**src/include/safety_bus_cfg.svh**
```systemverilog
`ifndef SAFETY_BUS_CFG_SVH
`define SAFETY_BUS_CFG_SVH

// ----------------------------------------
// Address map
// ----------------------------------------

// Bytes per SRAM bank, bank 1 sits right above bank 0
`define SAFETY_BANK_BYTES 1024

`define SAFETY_BANK0_BASE 32'h0000_0000

// SoC control block
`define SAFETY_CTRL_BASE  32'h0000_1000
`define SAFETY_CTRL_RANGE 32'h0000_0100

// ----------------------------------------
// Reset values and patterns
// ----------------------------------------

`define SAFETY_BOOT_ADDR_RESET 32'h0000_0080

// Returned for any unmapped access
`define SAFETY_ERR_RDATA 32'hBADC_AB1E

`endif

```
**src/source/safety_bus_pkg.sv**
```systemverilog
package safety_bus_pkg;

  // ----------------------------------------
  // Request fields
  // ----------------------------------------

  // Byte address
  typedef logic [31:0] addr_t;

  // Data word
  typedef logic [31:0] data_t;

  // One enable per byte of a word
  typedef logic [3:0] be_t;

  // ----------------------------------------
  // Targets of the address map
  // ----------------------------------------

  // Error target is the default for unmapped addresses
  typedef enum logic [1:0] {
    tgt_error = 2'd0,
    tgt_bank0 = 2'd1,
    tgt_bank1 = 2'd2,
    tgt_ctrl  = 2'd3
  } target_e;

endpackage

```
**src/source/bus_req_if.sv**
```systemverilog
`timescale 1ns/1ps

interface bus_req_if;

  logic                      req;
  logic                      we;
  safety_bus_pkg::be_t       be;
  safety_bus_pkg::addr_t     addr;
  safety_bus_pkg::data_t     wdata;
  // Target chosen by the address decode
  safety_bus_pkg::target_e   target;

  modport dec (
    output req,
    output we,
    output be,
    output addr,
    output wdata,
    output target
  );

  modport tgt (
    input req,
    input we,
    input be,
    input addr,
    input wdata,
    input target
  );

endinterface

```
**src/source/safety_resp_return.sv**
```systemverilog
`timescale 1ns/1ps
`include "safety_bus_cfg.svh"

module safety_resp_return (
  input  logic                  clk_i,
  input  logic                  rst_ni,
  bus_req_if.tgt                req,
  input  safety_bus_pkg::data_t bank0_rdata_i,
  input  safety_bus_pkg::data_t bank1_rdata_i,
  input  safety_bus_pkg::data_t ctrl_rdata_i,
  input  logic                  ctrl_err_i,
  output logic                  rvalid_o,
  output logic                  err_o,
  output safety_bus_pkg::data_t rdata_o
);

  logic                    rvalid_q;
  safety_bus_pkg::target_e target_q;

  // ----------------------------------------
  // Response tracking
  // ----------------------------------------

  // Every request is accepted, response follows one cycle later
  always_ff @(posedge clk_i or negedge rst_ni) begin
    if (!rst_ni) begin
      rvalid_q <= 1'b0;
      target_q <= safety_bus_pkg::tgt_error;
    end else begin
      rvalid_q <= req.req;
      if (req.req) begin
        target_q <= req.target;
      end
    end
  end

  // ----------------------------------------
  // Data select and error target
  // ----------------------------------------

  always_comb begin
    case (target_q)
      safety_bus_pkg::tgt_bank0: begin
        rdata_o = bank0_rdata_i;
        err_o   = 1'b0;
      end
      safety_bus_pkg::tgt_bank1: begin
        rdata_o = bank1_rdata_i;
        err_o   = 1'b0;
      end
      safety_bus_pkg::tgt_ctrl: begin
        rdata_o = ctrl_rdata_i;
        err_o   = ctrl_err_i;
      end
      default: begin
        // Unmapped address
        rdata_o = `SAFETY_ERR_RDATA;
        err_o   = 1'b1;
      end
    endcase
  end

  assign rvalid_o = rvalid_q;

endmodule

```
**src/flat_wrapper.sv**
```systemverilog
// flat-port wrapper written by rule: the top's interface ports become plain ports
module safety_resp_return_flat 
  (clk_i, rst_ni, bank0_rdata_i, bank1_rdata_i, ctrl_rdata_i, ctrl_err_i, rvalid_o, err_o, rdata_o, req_req, req_we, req_be, req_addr, req_wdata, req_target);
  bus_req_if req_i ();
  input  logic clk_i;
  input  logic rst_ni;
  input  safety_bus_pkg::data_t bank0_rdata_i;
  input  safety_bus_pkg::data_t bank1_rdata_i;
  input  safety_bus_pkg::data_t ctrl_rdata_i;
  input  logic ctrl_err_i;
  output logic rvalid_o;
  output logic err_o;
  output safety_bus_pkg::data_t rdata_o;
  input wire logic [$bits(req_i.req)-1:0] req_req;
  input wire logic [$bits(req_i.we)-1:0] req_we;
  input wire logic [$bits(req_i.be)-1:0] req_be;
  input wire logic [$bits(req_i.addr)-1:0] req_addr;
  input wire logic [$bits(req_i.wdata)-1:0] req_wdata;
  input wire logic [$bits(req_i.target)-1:0] req_target;
  assign req_i.req = req_req;
  assign req_i.we = req_we;
  assign req_i.be = req_be;
  assign req_i.addr = req_addr;
  assign req_i.wdata = req_wdata;
  assign req_i.target = req_target;
  safety_resp_return u_core (.clk_i(clk_i), .rst_ni(rst_ni), .req(req_i), .bank0_rdata_i(bank0_rdata_i), .bank1_rdata_i(bank1_rdata_i), .ctrl_rdata_i(ctrl_rdata_i), .ctrl_err_i(ctrl_err_i), .rvalid_o(rvalid_o), .err_o(err_o), .rdata_o(rdata_o));
endmodule
```
**config.mk**
```make
export PLATFORM = sky130hd
export DESIGN_NAME = safety_resp_return_flat
export DESIGN_NICKNAME = d
export VERILOG_FILES = /design/src/source/safety_bus_pkg.sv /design/src/source/bus_req_if.sv /design/src/source/safety_resp_return.sv /design/src/flat_wrapper.sv
export VERILOG_INCLUDE_DIRS = /design/src /design/src/include
export SDC_FILE = /design/constraint.sdc
export NUM_CORES = 1
export LEC_CHECK = 0
export BUFFER_PORTS_ARGS = -buffer_cell sky130_fd_sc_hd__buf_2
export CAP_MARGIN = 5
export CORE_AREA = 5 5 76 78
export CTS_CLUSTER_SIZE = 10
export DETAILED_ROUTE_END_ITERATION = 16
export DIE_AREA = 0 0 81 83
export PLACE_DENSITY = 0.71
export SYNTH_ARGS = -nofsm -noshare
export SYNTH_HDL_FRONTEND = slang
export SYNTH_SLANG_ARGS = --single-unit
```
**constraint.sdc**
```tcl
create_clock -name clk_i -period 2.9 [get_ports clk_i]
set_input_delay 0.58 -clock clk_i [delete_from_list [all_inputs] [get_ports clk_i]]
set_output_delay 0.58 -clock clk_i [all_outputs]
set_load 0.05 [all_outputs]
```
# Word-level counts from Yosys, hierarchy flattened
# Cells that the tools add are included.
# classes
n_shift	0
n_mux	2
n_reduce_logical	1
div	0
n_eq_ne	3
addsub	0
bitwise_logic	0
mul	0
order_cmp	0
# ops
op	count
one-hot mux 32 bit (3 select lines)	1
== test 2 bit (second input constant)	2
== test 2 x 1 -> 1 bit (second input constant)	1
one-hot mux 1 bit (2 select lines)	1
OR reduction 2 bit	1
# word_totals
n_memories	0
in_bits	171
ram_bits	0
elab_cells	8
latchBits	0
ff_bits	3
romBits	0

# Depth between registers and ports, before layout
# logic_depth
word_depth	3
depth_mapped	5

# Least setup slack after synthesis
# OpenSTA, ideal clock, no wires.
# synth_path
kind	register to output
from	register u_core.target_q[0]
to	output err_o
arrival_ns	1.960
path_stages_with_launch	5
path_buffers	2
required_ns	2.320
slack_ns	0.360
path_cell_list	dfrtp_1 ha_1 buf_6 buf_2 o21ai_0
# synth_via
elab_chain_cells	3
# synth_lines
element	line	text
from (decl)	safety_resp_return.sv:18	safety_bus_pkg::target_e target_q;
from (signal assigned)	safety_resp_return.sv:28	target_q <= safety_bus_pkg::tgt_error;
from (signal assigned)	safety_resp_return.sv:32	target_q <= req.target;
== test 2 x 1 -> 1 bit or == test 2 bit (tied branches)	safety_resp_return.sv:42	case (target_q)
OR reduction 2 bit (no line)	n/a	
one-hot mux 1 bit (2 select lines) (*)	safety_resp_return.sv:42	
to (decl)	flat_wrapper.sv:12	output logic err_o;
# Every way passes the cells marked *; elsewhere a longest branch is shown, timed or not.

# Final worst setup path
# layout_path
from	register u_core.target_q[1]
to	output rdata_o[20]
# layout_via
elab_chain_cells	2
# layout_lines
element	line	text
== test 2 bit or == test 2 x 1 -> 1 bit (tied branches)	safety_resp_return.sv:42	
one-hot mux 32 bit (3 select lines) (*)	safety_resp_return.sv:42	
to (decl)	flat_wrapper.sv:13	output safety_bus_pkg::data_t rdata_o;
# Marks and branches as above.

==> flow_summary_export.csv <==
group,metric,value,unit
outcome,status,"complete, no violations",
critical_path,cp-start-kind,"flop",
timing,holdWs,0.152,ns
placed_design,io_buffers,135,
synth,syn_area,719,um^2
floorplan,row_count,26,
timing,fin_tns_setup,0,ns
critical_path,crit_required,2.32,ns
pwr,clock_power_share,17.4,%
timing,period_share,89.2,%
clocking,cts.sinks,3,
synth,synth_nets,286,
clocking,cts_resized,0,
critical_path,cp-endpoint,"rdata_o[20]",
timing,fin_crit,2.59,ns
routing,wl,4080,um
clocking,clockRootBuffer,"clkbuf_8",
critical_path,timing.rr.end,"u_core.target_q[0]$_DFFE_PN0P_",
timing,rsz0062_at_grt,"no",
clocking,path_clk_slew,0.03,ns
finish,fill_cells,576,
timing,slew_headroom,56.4,%
critical_path,startpoint,"u_core.target_q[1]$_DFFE_PN0P_",
timing,hold_viol_final,0,
timing,setup_viol,0,
timing,slew_violations,0,
critical_path,critPathCaptureType,"output port",
pwr,power_frac_comb,75.8,%
finish,post-route-util,30.1,%
min_path,hold_path_class,"primary input to asynchronous set/reset pin",
grt,globalRouteOverflowTotal,0,
finish,n_antenna_cell,0,
critical_path,path_class,"flop to output port",
pwr,intPower,0.000295,W
synth,synth_top_family_by_area,"compound AO/OA/AOI/OAI gates",
routing,dr.first_iter.drc_count,90,
pwr,p_seq_share,6.8,%
clocking,htree_levels,1,
flow_run,cap_viol_max_count,0,
grt,grt_antenna_before_repair,0,
floorplan,die_w,81,um
timing,finalWorstSetupSlack,0.314,ns
routing,post-route-drc-count,0,
finish,syn2layout_area_growth,110,%
placed_design,dp_slack,0.526,ns
placed_design,dp_hpwl,3330,um
critical_path,critPathMaxFanout,15,
floorplan,core-area,5010,um^2
clocking,clk_latency,0.22,ns
grt,grt_max_degree,19,
critical_path,worstRegToRegCells,2,
floorplan,start_util,14.4,%
routing,via_per_inst,4.47,
routing,ant_nets,0,
routing,routedWlPerCell,13.0,um
floorplan,die_h,83,um
synth,yosys.area_share.simple,18.3,%
clocking,cts_tree,"done",
timing,tightest_slew,0.654,ns
clocking,clockBufferDepth,2,
synth,synthAdderAreaFrac,6.96,%
placed_design,gp_congestion,0.740,
clocking,cts_hold_buffers,0,
floorplan,dieArea,6720,um^2
critical_path,regToRegSetupSlack,2.19,ns
pwr,power_density,465,nW/um^2
synth,synth_compound_area_share,53.2,%
clocking,cts_made_buffers,3,
pwr,power_leakage,0.873,nW
critical_path,r2r-start,"u_core.target_q[0]$_DFFE_PN0P_",
finish,drive_above_1_share,59.4,%
floorplan,io_pins,205,
pwr,sw_frac_of_total,58.0,%
pwr,p_sw,0.000407,W
finish,nNetsFinal,420,
routing,firstDrtPassIters,7,
routing,vias,1404,
synth,synth-xor-area-share,0,%
synth,yosysWarnings,0,
grt,grt_pass1_vias,1383,
critical_path,worstPathArrival,2.01,ns
synth,syn-mean-instance-area,6.48,um^2
synth,netlist_instances,111,
finish,final_common_cell,"buf_2",
pwr,ir_drop,0.302,mV
timing,skew,0,ns
grt,grt_usage,11.4,%
synth,ys_ff_latch,3,
finish,final_cell_mix,"135 x buf_2, 22 x nand2_1, 19 x a22oi_1, 19 x a21oi_1",
synth,synthMuxAreaShare,0,%
finish,multi_input_area,564,um^2
grt,grt_pass1_wl,6290,um
finish,regArea,75.1,um^2
timing,fmax,387,MHz
pwr,finalPower,0.000702,W
synth,yosysUniqueCellTypes,12,
synth,yosysSeqAreaShare,10.4,%
clocking,cts_setup_buffers,0,
==> per-layer routing <==
| metal | routed length [um] | vias to the layer above | track usage [%] |
|---|---|---|---|
| li1 | - | 696 | - |
| met1 | 1470 | 620 | 12.3 |
| met2 | 2060 | 83 | 21.5 |
| met3 | 513 | 5 | 3.25 |
| met4 | 34 | 0 | 2.30 |
| met5 | 0 | - | 0 |
==> Yosys cell counts <==
master	n	area (um^2)
a21oi_1	19	95.1
a222oi_1	13	130
a22oi_1	19	143
buf_2	7	35.0
buf_6	2	22.5
clkbuf_1	4	15.0
dfrtp_1	3	75.1
ha_1	4	50.1
inv_1	2	7.51
nand2_1	22	82.6
nor2_1	13	48.8
o21ai_0	3	15.0
==> registers in the layout (all words and copies together) (netlist names) <==
name / cells
u_core.rvalid_o: 1
u_core.target_q: 2
==> critical path: stages, from the launching register on <==
cell	delay, ns
dfrtp_1	0.39
inv_1	0.11
ha_1	0.52
buf_4	0.32
a22oi_1	0.11
nand2_1	0.08
buf_2	0.26
==> cell families after synthesis <==
kind of cell / Yosys count
and+or+nand+nor: 35
DFF: 3
buffers and inverters: 15
adders and majority gates: 4
AOI/OAI and AO/OA: 54
==> how the worst min path moves through the flow <==
stage,from,end,slack [ns],cells past startpoint
after floorplan,rst_ni,u_core.rvalid_o$_DFF_PN0_,0.28,0
after global placement,rst_ni,u_core.rvalid_o$_DFF_PN0_,0.38,1
after detailed placement,rst_ni,u_core.rvalid_o$_DFF_PN0_,0.38,1
after CTS,rst_ni,u_core.rvalid_o$_DFF_PN0_,0.15,1
after global routing,rst_ni,u_core.rvalid_o$_DFF_PN0_,0.14,1
final,rst_ni,u_core.rvalid_o$_DFF_PN0_,0.15,1
==> metrics by stage <==
stage	std cells	cell area, um^2
after floorplan	111	719
after global placement	310	1460
after detailed placement	310	1460
after CTS	314	1510
after global routing	314	1510
final	314	1510
==> power groups by stage <==
stage          registers, W  logic, W  clock network, W
3_3_place_gp      0.0000480  0.000530                 0
2_1_floorplan     0.0000503  0.000372                 0
3_5_place_dp      0.0000483  0.000536                 0
4_1_cts           0.0000479  0.000536          0.000127
6_report          0.0000478  0.000532          0.000122
5_1_grt           0.0000483  0.000572          0.000133
==> area by class of cell <==
class                      instances  area share (%)
sequential                         3            4.98
tap                               70            5.81
clock buffer                       4            2.99
multi-input combinational         93            37.4
inverter                           2           0.498
timing repair buffer             142            48.3
(Power assumes the default switching activity.)
