<file path="config.mk">
export PLATFORM = sky130hd
export DESIGN_NAME = safety_soc_ctrl_flat
export DESIGN_NICKNAME = d
export VERILOG_FILES = /design/src/source/safety_bus_pkg.sv /design/src/source/safety_ctrl_pkg.sv /design/src/source/bus_req_if.sv /design/src/source/safety_soc_ctrl.sv /design/src/flat_wrapper.sv
export VERILOG_INCLUDE_DIRS = /design/src /design/src/include
export SDC_FILE = /design/constraint.sdc
export NUM_CORES = 1
export LEC_CHECK = 0
export ABC_AREA = 1
export BUFFER_PORTS_ARGS = -buffer_cell sky130_fd_sc_hd__buf_4
export CELL_PAD_IN_SITES_DETAIL_PLACEMENT = 0
export CELL_PAD_IN_SITES_GLOBAL_PLACEMENT = 1
export CORE_MARGIN = 2
export CORE_UTILIZATION = 35
export CTS_CLUSTER_SIZE = 12
export DETAILED_ROUTE_END_ITERATION = 12
export MAX_ROUTING_LAYER = met4
export PLACE_DENSITY_LB_ADDON = 0.1
export SLEW_MARGIN = 20
export SYNTH_ARGS = -nofsm -noshare
export SYNTH_HDL_FRONTEND = slang
export SYNTH_SLANG_ARGS = --single-unit
</file>
<file path="constraint.sdc">
create_clock -name clk_i -period 2.8 [get_ports clk_i]
set_clock_uncertainty 0.2 [all_clocks]
set_input_delay 0.14 -clock clk_i [delete_from_list [all_inputs] [get_ports clk_i]]
set_output_delay 0.14 -clock clk_i [all_outputs]
set_load 0.01 [all_outputs]
</file>
<file path="src/include/safety_bus_cfg.svh">
`ifndef SAFETY_BUS_CFG_SVH
`define SAFETY_BUS_CFG_SVH

// ----------------------------------------
// Address map
// ----------------------------------------

// Bytes per SRAM bank, bank 1 sits right above bank 0
`define SAFETY_BANK_BYTES 1024

`define SAFETY_BANK0_BASE 32'h0000_0000

// SoC control block
`define SAFETY_CTRL_BASE  32'h0000_1000
`define SAFETY_CTRL_RANGE 32'h0000_0100

// ----------------------------------------
// Reset values and patterns
// ----------------------------------------

`define SAFETY_BOOT_ADDR_RESET 32'h0000_0080

// Returned for any unmapped access
`define SAFETY_ERR_RDATA 32'hBADC_AB1E

`endif

</file>
<file path="src/source/safety_bus_pkg.sv">
package safety_bus_pkg;

  // ----------------------------------------
  // Request fields
  // ----------------------------------------

  // Byte address
  typedef logic [31:0] addr_t;

  // Data word
  typedef logic [31:0] data_t;

  // One enable per byte of a word
  typedef logic [3:0] be_t;

  // ----------------------------------------
  // Targets of the address map
  // ----------------------------------------

  // Error target is the default for unmapped addresses
  typedef enum logic [1:0] {
    tgt_error = 2'd0,
    tgt_bank0 = 2'd1,
    tgt_bank1 = 2'd2,
    tgt_ctrl  = 2'd3
  } target_e;

endpackage

</file>
<file path="src/source/safety_ctrl_pkg.sv">
package safety_ctrl_pkg;

  // Boot source sampled right after reset
  typedef enum logic [1:0] {
    boot_jtag    = 2'd0,
    boot_preload = 2'd1,
    boot_flash   = 2'd2
  } bootmode_e;

  // ----------------------------------------
  // Register map, word offsets
  // ----------------------------------------

  // 0x0 boot address, 0x4 fetch enable, 0x8 boot mode
  typedef enum logic [1:0] {
    reg_bootaddr = 2'd0,
    reg_fetchen  = 2'd1,
    reg_bootmode = 2'd2
  } ctrl_reg_e;

endpackage

</file>
<file path="src/source/bus_req_if.sv">
`timescale 1ns/1ps

interface bus_req_if;

  logic                      req;
  logic                      we;
  safety_bus_pkg::be_t       be;
  safety_bus_pkg::addr_t     addr;
  safety_bus_pkg::data_t     wdata;
  // Target chosen by the address decode
  safety_bus_pkg::target_e   target;

  modport dec (
    output req,
    output we,
    output be,
    output addr,
    output wdata,
    output target
  );

  modport tgt (
    input req,
    input we,
    input be,
    input addr,
    input wdata,
    input target
  );

endinterface

</file>
<file path="src/source/safety_soc_ctrl.sv">
`timescale 1ns/1ps
`include "safety_bus_cfg.svh"

module safety_soc_ctrl (
  input  logic                       clk_i,
  input  logic                       rst_ni,
  bus_req_if.tgt                     req,
  input  safety_ctrl_pkg::bootmode_e bootmode_i,
  output safety_bus_pkg::data_t      rdata_o,
  output logic                       err_o,
  output logic                       fetch_enable_o,
  output safety_bus_pkg::addr_t      boot_addr_o
);

  localparam int unsigned off_width = $clog2(`SAFETY_CTRL_RANGE);

  logic                       first_cycle_q;
  safety_ctrl_pkg::bootmode_e bootmode_q;
  logic                       fetchen_q;
  safety_bus_pkg::addr_t      boot_addr_q;
  safety_bus_pkg::data_t      rdata_d;
  safety_bus_pkg::data_t      rdata_q;
  logic                       err_d;
  logic                       err_q;
  logic                       wr_bootaddr;
  logic                       wr_fetchen;
  logic                       sel;
  safety_ctrl_pkg::ctrl_reg_e reg_idx;

  assign sel     = req.req && (req.target == safety_bus_pkg::tgt_ctrl);
  assign reg_idx = safety_ctrl_pkg::ctrl_reg_e'(req.addr[3:2]);

  // ----------------------------------------
  // Register access decode
  // ----------------------------------------

  always_comb begin
    rdata_d     = '0;
    err_d       = 1'b0;
    wr_bootaddr = 1'b0;
    wr_fetchen  = 1'b0;
    if (req.addr[off_width-1:4] != '0) begin
      err_d = 1'b1;
    end else begin
      case (reg_idx)
        safety_ctrl_pkg::reg_bootaddr: begin
          rdata_d     = boot_addr_q;
          wr_bootaddr = sel && req.we;
        end
        safety_ctrl_pkg::reg_fetchen: begin
          rdata_d    = {31'b0, fetchen_q};
          wr_fetchen = sel && req.we && req.be[0];
        end
        safety_ctrl_pkg::reg_bootmode: begin
          // Read-only, writes are rejected
          if (req.we) begin
            err_d = 1'b1;
          end else begin
            rdata_d = {30'b0, bootmode_q};
          end
        end
        default: err_d = 1'b1;
      endcase
    end
  end

  // ----------------------------------------
  // Control registers
  // ----------------------------------------

  always_ff @(posedge clk_i or negedge rst_ni) begin
    if (!rst_ni) begin
      first_cycle_q <= 1'b1;
      bootmode_q    <= safety_ctrl_pkg::boot_jtag;
      fetchen_q     <= 1'b0;
      boot_addr_q   <= `SAFETY_BOOT_ADDR_RESET;
    end else begin
      first_cycle_q <= 1'b0;
      if (first_cycle_q) begin
        bootmode_q <= bootmode_i;
        fetchen_q  <= (bootmode_i == safety_ctrl_pkg::boot_jtag);
      end
      // Bus write wins over the boot-time load
      if (wr_fetchen) begin
        fetchen_q <= req.wdata[0];
      end
      for (int b = 0; b < 4; b++) begin
        if (wr_bootaddr && req.be[b]) begin
          boot_addr_q[8*b +: 8] <= req.wdata[8*b +: 8];
        end
      end
    end
  end

  always_ff @(posedge clk_i or negedge rst_ni) begin
    if (!rst_ni) begin
      rdata_q <= '0;
      err_q   <= 1'b0;
    end else if (sel) begin
      rdata_q <= rdata_d;
      err_q   <= err_d;
    end
  end

  assign rdata_o        = rdata_q;
  assign err_o          = err_q;
  assign fetch_enable_o = fetchen_q;
  assign boot_addr_o    = boot_addr_q;

endmodule

</file>
<file path="src/flat_wrapper.sv">
// flat-port wrapper written by rule: the top's interface ports become plain ports
module safety_soc_ctrl_flat 
  (clk_i, rst_ni, bootmode_i, rdata_o, err_o, fetch_enable_o, boot_addr_o, req_req, req_we, req_be, req_addr, req_wdata, req_target);
  bus_req_if req_i ();
  input  logic clk_i;
  input  logic rst_ni;
  input  safety_ctrl_pkg::bootmode_e bootmode_i;
  output safety_bus_pkg::data_t rdata_o;
  output logic err_o;
  output logic fetch_enable_o;
  output safety_bus_pkg::addr_t boot_addr_o;
  input wire logic [$bits(req_i.req)-1:0] req_req;
  input wire logic [$bits(req_i.we)-1:0] req_we;
  input wire logic [$bits(req_i.be)-1:0] req_be;
  input wire logic [$bits(req_i.addr)-1:0] req_addr;
  input wire logic [$bits(req_i.wdata)-1:0] req_wdata;
  input wire logic [$bits(req_i.target)-1:0] req_target;
  assign req_i.req = req_req;
  assign req_i.we = req_we;
  assign req_i.be = req_be;
  assign req_i.addr = req_addr;
  assign req_i.wdata = req_wdata;
  assign req_i.target = req_target;
  safety_soc_ctrl u_core (.clk_i(clk_i), .rst_ni(rst_ni), .req(req_i), .bootmode_i(bootmode_i), .rdata_o(rdata_o), .err_o(err_o), .fetch_enable_o(fetch_enable_o), .boot_addr_o(boot_addr_o));
endmodule
</file>
# Word level (Yosys, flattened, before mapping)
# Index checks and enable logic that the tools add are counted.
# Widths: inputs -> output; s select.
# word_totals
reg_bits,69
inputBits,76
out_inout_bits,66
wordCells,36
# classes
eq_ne,3
mux,12
reduce_logical,12
# ops
cell,n
$pmux 32 s3,1
$mux 32,1
$mux 1,8
$logic_and 1x1->1,7
$eq 2x2->1 const B,2
$logic_not 2->1,2
$reduce_bool 4->1,1
$eq 2x1->1 const B,1
$mux 2,1
$pmux 1 s2,1
$reduce_bool 2->1,1
$reduce_or 2->1,1

# Longest topological paths before layout
# logic_depth
ltp_word,7
ltp_mapped,6
depth_no_buf,6

# Worst setup path after synthesis
# Ideal clock, no wire load.
# synth_timing
path_type,input to register
from,input port req_req
to,"register u_core.boot_addr_q[10], in the netlist u_core.boot_addr_o[10]"
setup_ps,117
arrival_ps,799
t_required_ps,2483
path_slack_ps,1684
stages,5
n_path_buf,0
path_cell_list,nand4_1 -> nor2_8 -> nand3_2 -> nand2_1 -> nand2_1
# synth_via
elab_chain_len,5
# synth_lines
item,line,source
start: declaration,flat_wrapper.sv:12,input wire logic [$bits(req_i.req)-1:0] req_req;
$logic_and 1x1->1,safety_soc_ctrl.sv:30,assign sel = req.req && (req.target == safety_bus_pkg::tgt_ctrl);
$logic_and 1x1->1,safety_soc_ctrl.sv:48,wr_bootaddr = sel && req.we;
$mux 1,safety_soc_ctrl.sv:45,case (reg_idx)
$mux 1,safety_soc_ctrl.sv:42,if (req.addr[off_width-1:4] != '0) begin
$logic_and 1x1->1,safety_soc_ctrl.sv:88,if (wr_bootaddr && req.be[b]) begin
end signal: assignment,safety_soc_ctrl.sv:76,boot_addr_q <= `SAFETY_BOOT_ADDR_RESET;
end signal: indexed assignment,safety_soc_ctrl.sv:89,boot_addr_q[8*b +: 8] <= req.wdata[8*b +: 8];
end: declaration,safety_soc_ctrl.sv:20,safety_bus_pkg::addr_t boot_addr_q;
# Every way passes these cells.
# A chain may end at the register's enable or synchronous reset.

# Final worst setup path
# layout_timing
from,input port req_addr[3]
to,"register u_core.boot_addr_q[26], in the netlist u_core.boot_addr_o[26]"
# layout_via
elab_chain_len,4
# layout_lines
item,line,source
start: declaration,flat_wrapper.sv:15,input wire logic [$bits(req_i.addr)-1:0] req_addr;
$logic_not 2->1,safety_soc_ctrl.sv:45,
$mux 1,safety_soc_ctrl.sv:45,
$mux 1,safety_soc_ctrl.sv:42,
$logic_and 1x1->1,safety_soc_ctrl.sv:88,
# Every way passes these cells.

==> run_results.csv <==
group,metric,value,unit
critical_path,crit_top_cell,"dlygate4sd3_1",
power_and_ir_drop,finalPower,1.893,mW
synth,synth-edff-count,0,
die,fp.coreArea,8134,sq um
critical_path,required,2870,ps
placement,pre_cts_slack,1045,ps
synth,synth_most_common_cell,"nand2_1",
synth,synthFlopType,"dfrtp_1",
synth,synth_top_area_share,57.78,%
global_route,overflow,0,
timing,slew_headroom,40.84,%
synth,yosysUniqueCellTypes,20,
die,die_x,95.05,um
layout,final_nets,582,
critical_path,cpPeakStageDelay,610,ps
synth,synth_top_family_by_area,"simple AND/OR/NAND/NOR gates",
synth,synth_area_leaders,"dfrtp_1 58%, nand2_1 18%, nand4_1 7.3%, nand3_1 6.7%, dfstp_2 1.8%",
layout,fillers,737,
critical_path,slowest_stage,"dlygate4sd3_1",
clock_network,clock_latency,340,ps
drt,wl_per_cell,14.20,um
die,die_h,95.05,um
power_and_ir_drop,peakVddDrop,0.0001844,V
synth,ys_seq_elements,69,
synth,syn_area_per_cell,8.983,sq um
synth,synth_compound_area_share,0.4743,%
hold_path,worstHoldPathCells,5,
power_and_ir_drop,leakagePower,2.492,nW
synth,synth-simple-area-share,35.75,%
layout,seq_area,1729,sq um
timing,tightest_slew,887.5,ps
synth,synth_xor_area_share,0,%
timing,hold_viol_final,0,
drt,ant_nets,0,
layout,area_growth,62.22,%
clock_network,cts-root-buf,"clkbuf_8",
synth,syn_nets,399,
clock_network,path_clk_slew,80,ps
synth,ys_seq_area_share,59.59,%
timing,rsz0062_at_grt,"false",
synth,ys_async_sr_fraction,100.0,%
synth,yosysTopAreaCell,"dfrtp_1",
critical_path,cp.arrival,2330,ps
layout,multi_input_area,1055,sq um
synth,muxShareOfSynthArea,0,%
drt,drt_iter0_markers,117,
critical_path,start_kind,"input pin",
global_route,grt_pass1_wl,14370,um
clock_network,htree_num_levels,3,
critical_path,ff2ff_path_depth,4,
flow_run,drv_cap,0,
layout,insertedDiodeCount,0,
timing,drv_slew,0,
drt,vias_per_cell,4.831,
clock_network,cts_buffer_depth,2,
layout,drive_gt1_share,28.68,%
critical_path,path_max_fanout,36,
placement,gp_congestion,0.7569,
synth,synthCells,323,
timing,period_needed,2255,ps
power_and_ir_drop,p_per_area,402.1,nW/um^2
placement,port_buffers,115,
die,rows,33,
layout,final_cells,614,
clock_network,numClockSinks,69,
global_route,grt_pass1_vias,2936,
critical_path,critPathKind,"in -> reg",
global_route,grt_usage,21.11,%
critical_path,critPathCaptureType,"flop",
global_route,antenna_found_initial,0,
drt,drc,0,
clock_network,cts_tree,"built",
die,start_util,35.67,%
outcome,status,"finished clean",
timing,fin_ws,544.7,ps
clock_network,numCtsBuffers,9,
timing,max_freq,0.4434,GHz
placement,dp_hpwl,5222,um
placement,dp.cells,529,
synth,ys_warn_count,0,
synth,synth_common_cells,"138 x nand2_1, 67 x dfrtp_1, 39 x nand3_1",
drt,drtPass1Iterations,4,
die,die_area,9035,sq um
synth,synth_fa_ha_area_share,0,%
critical_path,crit_chain,"dlygate4sd3_1 > buf_4 > nor2_4 > inv_2 > nor2_8 > nand4_1 > dlygate4sd3_1 > nand2_1",
drt,num_vias,2966,
timing,whs,60.37,ps
die,ioPinCount,142,
timing,finalCritPeriodShare,80.55,%
drt,drt-total-wl,8719,um
hold_path,hold_path.class,"in -> reg",
global_route,grt_max_degree,70,
synth,syn_area,2902,sq um
timing,finalSetupViolCount,0,
timing,tns,0,ps
clock_network,cts_resized,0,
## per-stage QoR
| stage | area (sq um) | utilization [%] |
|---|---|---|
| after floorplan | 2902 | - |
| after global placement | 3842 | 47.24 |
| after detailed placement | 3842 | 47.24 |
| after CTS | 4707 | 57.87 |
| after global routing | 4707 | 57.87 |
| final | 4707 | 57.87 |
## worst max-delay path, delay by kind of cell
| family | cells | cell delay, ps |
|---|---|---|
| buffers and inverters | 4 | 1380 |
| AND/OR/NAND/NOR | 4 | 790 |
## cells in the final DEF (no fill, tap or decap), drive strengths merged, types with 2 or more instances in the layout
| master | netlist | layout |
|---|---|---|
| nand2 | 138 | 138 |
| buf | 13 | 120 |
| dlygate4sd3 | 0 | 71 |
| dfrtp | 67 | 67 |
| nand3 | 44 | 44 |
| nand4 | 34 | 34 |
| clkbuf | 6 | 9 |
| nor2 | 8 | 8 |
| inv | 7 | 7 |
| clkinv | 0 | 3 |
| clkinvlp | 0 | 2 |
| dfstp | 2 | 2 |
## state kept, by name, indices dropped and copies added, names as in the netlist
name                   flops
u_core.fetch_enable_o      1
u_core.boot_addr_o        32
u_core.first_cycle_q       1
u_core.bootmode_q          2
u_core.err_o               1
u_core.rdata_o            32
## layer usage
layer	share of wire [%]	up-vias	GRT usage, %
li1	-	1429	-
met5	0	-	-
met1	47	1431	28.17
met3	5.0	11	3.715
met4	1.2	0	7.609
met2	47	95	32.51
## final timing paths
check | start | slack (ps) | endpoint
min in group asynchronous | rst_ni | 260 | u_core.rdata_o[2]
max in group asynchronous | rst_ni | 1560 | u_core.rdata_o[25]
setup / recovery | req_addr[3] | 540 | u_core.boot_addr_o[26]
hold / removal | req_target[1] | 60 | u_core.rdata_o[6]
hold reg to reg | u_core.boot_addr_o[7] | 280 | u_core.boot_addr_o[7]
setup reg to reg | u_core.first_cycle_q | 1640 | u_core.fetch_enable_o
## final cells by class
class	count	area share [%]
Clock inverter	5	0.6380
Timing Repair Buffer	191	34.24
Clock buffer	9	2.632
Tap cell	105	2.791
Inverter	7	0.5582
Sequential cell	69	36.74
Multi-Input combinational cell	228	22.41
## cells by family (layout without fill, tap and decap cells)
logic type	count (synthesis)	count (layout)
other cells	1	1
flops	69	69
buf+inv	26	212
compound gates	2	2
simple gates	225	225
## power breakdown
part | switching, mW | internal, mW | leakage (nW)
Combinational | 0.0933 | 0.102 | 1.47
Sequential | 0.00955 | 1.01 | 0.946
Clock | 0.372 | 0.307 | 0.0767
Total | 0.475 | 1.42 | 2.49
## repair_timing
action / 4_1_cts / 5_1_grt
setup buffers: 0 / 0
endpoints found under the hold margin: 104 / 0
hold buffers: 71 / 0
setup endpoints to repair: 0 / 0
Note: power is estimated with default switching activity, not from simulation.
